## src/emu_pkg.sv

```systemverilog
package emu_pkg;

    // instruction memory of the target, one 16-bit instruction per word.
    localparam int imem_depth = 16;

    typedef enum logic [3:0] {
        addr_ctrl        = 4'd0,
        addr_status      = 4'd1,
        addr_imem        = 4'd2,
        addr_trace       = 4'd3,
        addr_trace_count = 4'd4
    } reg_addr_e;

    typedef struct packed {
        logic        write;
        logic [3:0]  addr;
        logic [31:0] wdata;
    } host_req_t;

    typedef struct packed {
        logic [31:0] rdata;
        logic        err;
    } host_resp_t;

    // one register-file write of the target.
    typedef struct packed {
        logic [1:0]  waddr;
        logic [15:0] wdata;
    } trace_rec_t;

    typedef enum logic [1:0] {
        st_idle  = 2'd0,
        st_run   = 2'd1,
        st_stall = 2'd2
    } run_state_e;

    typedef enum logic [1:0] {
        cmd_run          = 2'd0,
        cmd_halt         = 2'd1,
        cmd_reset_target = 2'd2
    } emu_cmd_e;

    // instruction word is op[15:14], rd[13:12], rs[11:10], imm[7:0].
    typedef enum logic [1:0] {
        op_li  = 2'd0,
        op_add = 2'd1,
        op_sub = 2'd2,
        op_xor = 2'd3
    } cpu_op_e;

endpackage

```

## src/ctrl_bridge.sv

```systemverilog
`timescale 1ns/1ps

module ctrl_bridge #(
    parameter int trace_depth = 8
) (
    input  logic                         emu_ref,
    input  logic                         reset,

    input  emu_pkg::host_req_t           req,
    input  logic                         req_valid,
    output logic                         req_ready,
    output emu_pkg::host_resp_t          resp,
    output logic                         resp_valid,
    input  logic                         resp_ready,

    output logic                         cmd_valid,
    output emu_pkg::emu_cmd_e            cmd,
    output logic [15:0]                  step_count,

    output logic                         imem_wen,
    output logic [3:0]                   imem_addr,
    output logic [15:0]                  imem_data,

    output logic                         pop,
    input  emu_pkg::trace_rec_t          head,
    input  logic                         empty,
    input  logic [$clog2(trace_depth):0] count,

    input  emu_pkg::run_state_e          state,
    input  logic [15:0]                  steps_left
);

    logic              accept;
    emu_pkg::reg_addr_e addr;
    logic [31:0]       rd_data;
    logic              rd_err;

    // only one access may be outstanding.
    assign req_ready = !resp_valid;
    assign accept    = req_valid && req_ready;
    assign addr      = emu_pkg::reg_addr_e'(req.addr);

    // the head is captured into the response on the same edge that advances the FIFO.
    assign pop = accept && !req.write && addr == emu_pkg::addr_trace && !empty;

    always_comb begin
        rd_data = '0;
        rd_err  = 1'b0;
        case (addr)
            emu_pkg::addr_ctrl, emu_pkg::addr_imem: begin
                rd_data = '0;
            end
            emu_pkg::addr_status: begin
                rd_err  = req.write;
                rd_data = {14'd0, state, steps_left};
            end
            emu_pkg::addr_trace: begin
                rd_err = req.write;
                if (!empty) begin
                    rd_data = {1'b1, 13'd0, head};
                end
            end
            emu_pkg::addr_trace_count: begin
                rd_err  = req.write;
                rd_data = 32'(count);
            end
            default: begin
                rd_err = 1'b1;
            end
        endcase
    end

    always_ff @(posedge emu_ref) begin
        if (reset) begin
            resp_valid <= 1'b0;
            cmd_valid  <= 1'b0;
            imem_wen   <= 1'b0;
        end else begin
            if (accept) begin
                resp_valid <= 1'b1;
            end else if (resp_ready) begin
                resp_valid <= 1'b0;
            end
            cmd_valid <= accept && req.write && addr == emu_pkg::addr_ctrl;
            imem_wen  <= accept && req.write && addr == emu_pkg::addr_imem;
        end
    end

    always_ff @(posedge emu_ref) begin
        if (accept) begin
            // writes and errors always carry zero data.
            resp.rdata <= (req.write || rd_err) ? 32'd0 : rd_data;
            resp.err   <= rd_err;
            cmd        <= emu_pkg::emu_cmd_e'(req.wdata[31:30]);
            step_count <= req.wdata[15:0];
            imem_addr  <= req.wdata[19:16];
            imem_data  <= req.wdata[15:0];
        end
    end

endmodule

```

## src/run_ctrl.sv

```systemverilog
`timescale 1ns/1ps

module run_ctrl (
    input  logic                emu_ref,
    input  logic                reset,
    input  logic                cmd_valid,
    input  emu_pkg::emu_cmd_e   cmd,
    input  logic [15:0]         step_count,
    input  logic                trace_full,
    output logic                step_en,
    output logic                target_clear,
    output emu_pkg::run_state_e state,
    output logic [15:0]         steps_left
);

    assign step_en = state == emu_pkg::st_run && steps_left != 16'd0 && !trace_full;

    always_ff @(posedge emu_ref) begin
        if (reset) begin
            state        <= emu_pkg::st_idle;
            steps_left   <= 16'd0;
            target_clear <= 1'b0;
        end else begin
            target_clear <= cmd_valid && cmd == emu_pkg::cmd_reset_target;
            if (cmd_valid) begin
                case (cmd)
                    emu_pkg::cmd_run: begin
                        steps_left <= step_count;
                        if (step_count == 16'd0) begin
                            state <= emu_pkg::st_idle;
                        end else begin
                            state <= emu_pkg::st_run;
                        end
                    end
                    emu_pkg::cmd_halt, emu_pkg::cmd_reset_target: begin
                        steps_left <= 16'd0;
                        state      <= emu_pkg::st_idle;
                    end
                    default: begin
                        state <= state;
                    end
                endcase
            end else begin
                case (state)
                    emu_pkg::st_run: begin
                        if (trace_full) begin
                            state <= emu_pkg::st_stall;
                        end else if (step_en) begin
                            steps_left <= steps_left - 16'd1;
                            if (steps_left == 16'd1) begin
                                state <= emu_pkg::st_idle;
                            end
                        end
                    end
                    // resume as soon as the host has made room.
                    emu_pkg::st_stall: begin
                        if (!trace_full) begin
                            state <= emu_pkg::st_run;
                        end
                    end
                    default: begin
                        state <= emu_pkg::st_idle;
                    end
                endcase
            end
        end
    end

endmodule

```

## src/target_cpu.sv

```systemverilog
`timescale 1ns/1ps

module target_cpu (
    input  logic                emu_ref,
    input  logic                reset,
    input  logic                step_en,
    input  logic                target_clear,
    input  logic                imem_wen,
    input  logic [3:0]          imem_addr,
    input  logic [15:0]         imem_data,
    output logic                rec_valid,
    output emu_pkg::trace_rec_t rec
);

    localparam int pc_w = $clog2(emu_pkg::imem_depth);

    logic [15:0]      imem [emu_pkg::imem_depth];
    logic [15:0]      regs [4];
    logic [pc_w-1:0]  pc;
    logic [15:0]      instr;
    emu_pkg::cpu_op_e op;
    logic [1:0]       rd;
    logic [1:0]       rs;
    logic [7:0]       imm;
    logic [15:0]      result;

    // the program survives a target reset, so the memory only follows host writes.
    always_ff @(posedge emu_ref) begin
        if (imem_wen) begin
            imem[imem_addr] <= imem_data;
        end
    end

    assign instr = imem[pc];
    assign op    = emu_pkg::cpu_op_e'(instr[15:14]);
    assign rd    = instr[13:12];
    assign rs    = instr[11:10];
    assign imm   = instr[7:0];

    always_comb begin
        case (op)
            emu_pkg::op_li:  result = {8'd0, imm};
            emu_pkg::op_add: result = regs[rd] + regs[rs];
            emu_pkg::op_sub: result = regs[rd] - regs[rs];
            emu_pkg::op_xor: result = regs[rd] ^ regs[rs];
            default:         result = 16'd0;
        endcase
    end

    always_ff @(posedge emu_ref) begin
        if (reset || target_clear) begin
            pc        <= '0;
            rec_valid <= 1'b0;
            for (int i = 0; i < 4; i++) begin
                regs[i] <= 16'd0;
            end
        end else begin
            rec_valid <= step_en;
            if (step_en) begin
                regs[rd] <= result;
                // pc wraps at the end of the memory.
                pc <= pc + 1'b1;
            end
        end
    end

    always_ff @(posedge emu_ref) begin
        if (step_en) begin
            rec.waddr <= rd;
            rec.wdata <= result;
        end
    end

endmodule

```

## src/trace_buffer.sv

```systemverilog
`timescale 1ns/1ps

module trace_buffer #(
    parameter int trace_depth = 8
) (
    input  logic                         emu_ref,
    input  logic                         reset,
    input  logic                         target_clear,
    input  logic                         rec_valid,
    input  emu_pkg::trace_rec_t          rec,
    input  logic                         pop,
    output emu_pkg::trace_rec_t          head,
    output logic                         empty,
    output logic                         trace_full,
    output logic [$clog2(trace_depth):0] count
);

    localparam int ptr_w = $clog2(trace_depth);
    localparam logic [ptr_w:0] full_level = (ptr_w + 1)'(trace_depth - 1);

    emu_pkg::trace_rec_t mem [trace_depth];
    logic [ptr_w-1:0]    wr_ptr;
    logic [ptr_w-1:0]    rd_ptr;
    logic                rd_en;
    logic [ptr_w:0]      fill;

    assign rd_en = pop && !empty;
    assign empty = count == '0;
    assign head  = mem[rd_ptr];

    // the record landing this cycle is counted too, so the step granted
    // in the same cycle still finds a free slot.
    assign fill       = count + (ptr_w + 1)'(rec_valid);
    assign trace_full = fill >= full_level;

    always_ff @(posedge emu_ref) begin
        if (rec_valid) begin
            mem[wr_ptr] <= rec;
        end
    end

    always_ff @(posedge emu_ref) begin
        if (reset || target_clear) begin
            wr_ptr <= '0;
            rd_ptr <= '0;
            count  <= '0;
        end else begin
            if (rec_valid) begin
                wr_ptr <= wr_ptr + 1'b1;
            end
            if (rd_en) begin
                rd_ptr <= rd_ptr + 1'b1;
            end
            if (rec_valid && !rd_en) begin
                count <= count + 1'b1;
            end else if (!rec_valid && rd_en) begin
                count <= count - 1'b1;
            end
        end
    end

endmodule

```

## src/emu_system.sv

```systemverilog
`timescale 1ns/1ps

module emu_system #(
    parameter int trace_depth = 8
) (
    input  logic                emu_ref,
    input  logic                reset,
    input  emu_pkg::host_req_t  req,
    input  logic                req_valid,
    output logic                req_ready,
    output emu_pkg::host_resp_t resp,
    output logic                resp_valid,
    input  logic                resp_ready
);

    logic                         cmd_valid;
    emu_pkg::emu_cmd_e            cmd;
    logic [15:0]                  step_count;
    logic                         imem_wen;
    logic [3:0]                   imem_addr;
    logic [15:0]                  imem_data;
    logic                         pop;
    emu_pkg::trace_rec_t          head;
    logic                         empty;
    logic                         trace_full;
    logic [$clog2(trace_depth):0] count;
    emu_pkg::run_state_e          state;
    logic [15:0]                  steps_left;
    logic                         step_en;
    logic                         target_clear;
    logic                         rec_valid;
    emu_pkg::trace_rec_t          rec;

    ctrl_bridge #(
        .trace_depth (trace_depth)
    ) u_bridge (
        .emu_ref    (emu_ref),
        .reset      (reset),
        .req        (req),
        .req_valid  (req_valid),
        .req_ready  (req_ready),
        .resp       (resp),
        .resp_valid (resp_valid),
        .resp_ready (resp_ready),
        .cmd_valid  (cmd_valid),
        .cmd        (cmd),
        .step_count (step_count),
        .imem_wen   (imem_wen),
        .imem_addr  (imem_addr),
        .imem_data  (imem_data),
        .pop        (pop),
        .head       (head),
        .empty      (empty),
        .count      (count),
        .state      (state),
        .steps_left (steps_left)
    );

    run_ctrl u_run_ctrl (
        .emu_ref      (emu_ref),
        .reset        (reset),
        .cmd_valid    (cmd_valid),
        .cmd          (cmd),
        .step_count   (step_count),
        .trace_full   (trace_full),
        .step_en      (step_en),
        .target_clear (target_clear),
        .state        (state),
        .steps_left   (steps_left)
    );

    target_cpu u_cpu (
        .emu_ref      (emu_ref),
        .reset        (reset),
        .step_en      (step_en),
        .target_clear (target_clear),
        .imem_wen     (imem_wen),
        .imem_addr    (imem_addr),
        .imem_data    (imem_data),
        .rec_valid    (rec_valid),
        .rec          (rec)
    );

    trace_buffer #(
        .trace_depth (trace_depth)
    ) u_trace (
        .emu_ref      (emu_ref),
        .reset        (reset),
        .target_clear (target_clear),
        .rec_valid    (rec_valid),
        .rec          (rec),
        .pop          (pop),
        .head         (head),
        .empty        (empty),
        .trace_full   (trace_full),
        .count        (count)
    );

endmodule

```

## config.mk

```make
export PLATFORM = sky130hd
export DESIGN_NAME = emu_system
export DESIGN_NICKNAME = d
export VERILOG_FILES = /design/src/emu_pkg.sv /design/src/ctrl_bridge.sv /design/src/run_ctrl.sv /design/src/target_cpu.sv /design/src/trace_buffer.sv /design/src/emu_system.sv
export SDC_FILE = /design/constraint.sdc
export NUM_CORES = 1
export LEC_CHECK = 0
export BUFFER_PORTS_ARGS = -buffer_cell sky130_fd_sc_hd__buf_2
export CAP_MARGIN = 40
export CELL_PAD_IN_SITES_DETAIL_PLACEMENT = 1
export CELL_PAD_IN_SITES_GLOBAL_PLACEMENT = 1
export CORE_UTILIZATION = 50
export DETAILED_ROUTE_END_ITERATION = 10
export PLACE_DENSITY_LB_ADDON = 0.1
export SETUP_SLACK_MARGIN = 0.2
export SYNTH_ARGS = -nofsm -noshare
export SYNTH_HDL_FRONTEND = slang
export SYNTH_SLANG_ARGS = --single-unit
```

## constraint.sdc

```tcl
create_clock -name emu_ref -period 6.9 [get_ports emu_ref]
set_input_delay 1.38 -clock emu_ref [delete_from_list [all_inputs] [get_ports emu_ref]]
set_output_delay 1.38 -clock emu_ref [all_outputs]
set_load 0.005 [all_outputs]
```

# == Word-level counts from Yosys, hierarchy flattened ==
# Memory sizes are Yosys's and may differ from the RTL's. A register that Yosys moved wholly into a read port is not among the register bits.
# Cells that the tools add are included.
# totals
ff_bits,110
latch_bits,0
mem_bits_rw,464
rom_bits,0
in_bits,41
out_inout_bits,35
wordCells,123
memories,3
# mem_list
memory,words,word_bits,read_ports,rd_ports_with_merged_regs,wr,line,text
u_cpu.imem,16,16,1,1,1,target_cpu.sv:17,logic [15:0] imem [emu_pkg::imem_depth];
u_trace.mem,8,18,1,1,1,trace_buffer.sv:21,emu_pkg::trace_rec_t mem [trace_depth];
u_cpu.regs,4,16,2,0,4,target_cpu.sv:18,logic [15:0] regs [4];
# op_classes
n_addsub,9
n_mul,0
div,0
order_cmp,1
eq_ne,17
shift,0
n_mux,37
bitwise_logic,1
reduce_logical,37
# op_table
operator,count
$pmux W32 S3,1
$mux W16,5
$pmux W16 S4,1
$mux W32,1
$pmux W16 S2,1
$add A16 B16 Y16,1
$eq A16 B1 Y1 const B,1
$logic_not A16 Y1,1
$mux W4,4
$reduce_bool A16 Y1,1
$reduce_or A16 Y1,1
$sub A16 B1 Y16 const B,1
$sub A16 B16 Y16,1
$xor A16 B16 Y16,1
$logic_and A1 B1 Y1,13
$mux W1,13
$mux W2,6
$add A4 B1 Y4 const B,2
$eq A2 B2 Y1 const B,4
$eq A4 B2 Y1 const B,2
$logic_not A4 Y1,2
$pmux W2 S2,2
$reduce_and A4 Y1,2
$reduce_bool A2 Y1,4
other kinds (19),31

# == Logic depth before layout (Yosys ltp) ==
# depth
word_depth,9
depth_mapped,24
mapped_depth_nobuf,19

# == Modules after synthesis ==
# A second synthesis with hierarchy kept.
# hier_totals
hier_cells,1559
hier_area_um2,24203.2
# modules_own_cells
mod,n_inst,cells_each,area_each_um2,seq_area_each_um2
target_cpu,1,940,14528.9,9369.0
trace_buffer,1,287,6249.7,4584.4
ctrl_bridge,1,151,2068.2,1321.3
run_ctrl,1,181,1356.3,380.4

# == Worst setup path after synthesis ==
# No wires, ideal clock.
# synth_timing
path_type,flip-flop to flip-flop
from,reg with a tool-made name
to,mem u_cpu.regs[0][14] (data pin)
setup_time_ns,0.268
arrival_time_ns,5.782
required_ns,6.632
setup_slack_ns,0.850
path_stages_with_launch,24
n_path_buf,6
synth_period_minus_slack_ns,6.050
path_cell_list,dfxtp_1 buf_6 buf_12 clkbuf_1 buf_1 clkbuf_1 mux4_2 mux4_2 inv_1 ha_1 clkbuf_1 nor2_1 xor2_1 fa_1 a21o_1 a21oi_1 o21bai_1 a21oi_1 o21bai_1 a221o_1 a2111oi_0 o21bai_1 a32oi_1 nor2_1
# synth_rtl
item,line
to (decl),target_cpu.sv:18

==> metrics.md <==
| Metric | Value |
|---|---|
| Outcome | finished, final reports clean |
| Data arrival time at the worst-slack endpoint | 6.56 ns |
| Iter 0 DRT Violations | 1041 |
| Residual antenna-violating net count after detailed routing | 0 |
| Buffers & Inverters on Critical Path | 2 |
| Setup crit start kind | flop |
| Cell count after synthesis | 1568 |
| Final setup fails | 0 |
| Total track usage | 0.254 |
| Maximum clock rate | 0.160 GHz |
| Area overhead of the layout relative to synthesis | 12.3% |
| IO Pins | 76 |
| Min-delay worst type | flop to flop |
| Highest ir drop seen on vdd | 0.244 mV |
| Detailed-route DRC error count | 0 |
| Netlist cell types | 74 |
| Clk_skew | 0.0150 ns |
| Total CTS buffers | 54 |
| CP max stage delay | 0.59 ns |
| Maximum clock path buffer count | 3 |
| Number of flops mapped to enable cells by yosys | 492 |
| Routed wire length | 59300 um |
| Setup_tns | 0 ns |
| Largest net degree at the start of global routing | 44 |
| Pre-CTS setup slack | 0.738 ns |
| Synth async-reset ratio | 0 |
| Clk_lat worst skew | 0.59 ns |
| Share of cells above drive strength 1 | 0.202 |
| Worst hold slack | 0.545 ns |
| Mean instance size in the synthesized netlist | 15.1 um2 |
| Clk root buf | clkbuf_16 |
| Sequence of cells on the critical path | buf_4 -> mux4_2 -> mux2i_1 -> mux2i_4 -> mux2i_1 -> mux2i_1 -> or3_1 -> fa_1 -> a21o_1 -> a21oi_1 -> o21bai_1 -> a21oi_1 -> o21bai_1 -> a221o_1 -> a2111oi_0 -> o21bai_1 -> a32oi_1 -> inv_1 |
| Register bit total from synthesis | 536 |
| Top cell family by delay on the critical path | compound AO/OA/AOI/OAI gates |
| Final non-filler cell total | 2306 |
| Die area | 48300 um2 |
| Clock net sink count | 536 |
| Die height | 220 um |
| Diodes inserted | 0 |
| Cell at the slowest stage of the critical path | dfxtp_4 |
| Final standard cell area without fillers | 26600 um2 |
| Post-CTS setup buffers | 0 |
| Num rows | 79 |
| Static leakage | 8.96 nW |
| Netlist Area Pre-Place | 23700 um2 |
| Global placement routability congestion | 0.825 |
| Max-capacitance violation count | 0 |
| Normalized max-slew margin | 0.393 |
| TritonRoute pass-1 iters | 5 |
| Number of antenna violations at the first check in global routing | 0 |
| Die X | 220 um |
| Hold-fix buffer count after cts | 0 |
| Count of input and output buffers | 52 |
| Endpoints failing hold | 0 |
| Post-layout worst setup margin | 0.647 ns |
| Final Power | 6.67 mW |
| Period minus WS final | 6.25 ns |
| Crit share post-route | 0.906 |
| Commonest register cell after synthesis | edfxtp_1 |
| First-pass GRT wire length | 89500 um |
| Via Count | 13872 |
| Share of synthesized area occupied by flip-flops and latches | 0.660 |
| Placed Instance Area | 24900 um2 |
| Sum of overflow across all layers after global routing | 0 |
| TritonCTS clock tree | done |
| Dpl cells | 2204 |
| Required time of the critical path | 7.21 ns |
| Critical path endpoint category | flop |
| Clock transition at path regs | 0.06 ns |
| Average detailed-routed wire length per instance | 25.7 um |
| Core area | 46700 um2 |
| Count of instances resized after the clock tree is built | 0 |
| Fin nets | 1732 |
| Core utilization of the finished layout | 0.571 |
| Number of fillers in the final layout | 4364 |
| Setup repair after global routing missed its margin | no |
| Vias in the first global route | 14599 |
| Critical path class | flop to flop |
| Initial core utilization | 0.508 |
| Power density of the placed cells | 250 nW/um2 |
| Number of synthesis warnings | 0 |
| Actual slew at the worst max-slew pin | 0.911 ns |
| Final Slew Violations | 0 |
| Maximum fanout encountered on the critical timing path | 17 |
| Detailed-route vias per instance | 6.02 |
| Number of H-tree levels | 2 |
| Final HPWL from detailed placement | 39200 um |
-- where the power goes --
group          switching [mW]  internal (mW)
Combinational           0.103         0.0625
Sequential             0.0472           3.56
Clock                    1.21           1.68
-- kinds of logic (layout without fill, tap and decap cells) --
logic type	after synthesis	after routing	share of synthesized area
buffers and inverters	124	243	0.0255
other	1	13	0.000158
flip-flops	536	536	0.660
XOR/XNOR	51	51	0.0188
AND/OR/NAND/NOR	411	411	0.0805
multiplexers	177	177	0.129
AO/OA/AOI/OAI	231	231	0.0657
adder cells (fa/ha/maj)	37	37	0.0202
-- final timing paths --
check | start | endpoint | slack [ns] | cells past startpoint
max reg2reg | flop | u_cpu.rec[14] | 0.65 | 18
max | flop | u_cpu.rec[14] | 0.65 | 18
min | u_run_ctrl.steps_left[5] | u_run_ctrl.steps_left[5] | 0.54 | 2
min reg2reg | u_run_ctrl.steps_left[5] | u_run_ctrl.steps_left[5] | 0.54 | 2
-- registers in the layout, summed over array words and instances (netlist names), 4 cells and up, named ones only --
signal                 cells
u_cpu.imem               224
u_trace.mem              144
u_cpu.regs                64
u_bridge.resp             20
u_cpu.rec                 18
u_bridge.step_count       16
u_run_ctrl.steps_left     16
u_bridge.imem_addr         4
u_cpu.pc                   4
u_trace.count              4
-- worst min-delay path: cells and delay by family (launching register included) --
family / cells / cell delay (ns)
AOI/OAI and AO/OA: 2 / 0.15
DFF: 1 / 0.35
-- routing by layer --
metal	up-vias	wire [um]	global-route usage
li1	6215	-	-
met5	-	0	0
met3	84	2760	0.0340
met1	7222	25500	0.344
met2	351	29600	0.427
met4	0	1480	0.0789
-- layout by cell type, fill, tap and decap left out, drive strengths merged, types with 7 or more instances in the layout --
master	n
conb	13
dfxtp	44
buf	108
a21oi	91
clkinv	27
edfxtp	492
nor4	15
nand3	17
a211oi	25
o21ai	34
nor2b	21
mux4	100
or3	11
xor2	28
or4	7
ha	35
nor2	183
mux2	15
nor3	28
clkbuf	63
inv	34
nand2	78
xnor2	23
a21o	11
mux2i	62
o22ai	11
nand2b	14
-- cell type report --
cell class,count,area [um2],share of cell area
repair buffers,108,761,0.0286
multi-input cells,920,7560,0.284
inverters,34,128,0.00479
well taps,607,759,0.0285
flip-flops and latches,536,15700,0.588
clock buffers,63,1410,0.0528
clock inverters,38,348,0.0131
-- cell usage after synthesis (all sizes together) (14+ instances only) --
cell type,count,area share
buf,46,0.013
edfxtp,492,0.62
inv,33,0.0052
nor2,183,0.029
clkbuf,44,0.0070
mux2,15,0.0071
mux2i,62,0.026
nand2b,14,0.0037
a21oi,91,0.019
nand2,78,0.012
xor2,28,0.010
dfxtp,44,0.037
nor3,28,0.0059
nor2b,21,0.0055
xnor2,23,0.0085
o21ai,34,0.0078
nor4,15,0.0040
nand3,17,0.0036
mux4,100,0.095
a211oi,25,0.0079
ha,35,0.018
Note: power is estimated with default switching activity, not from simulation.
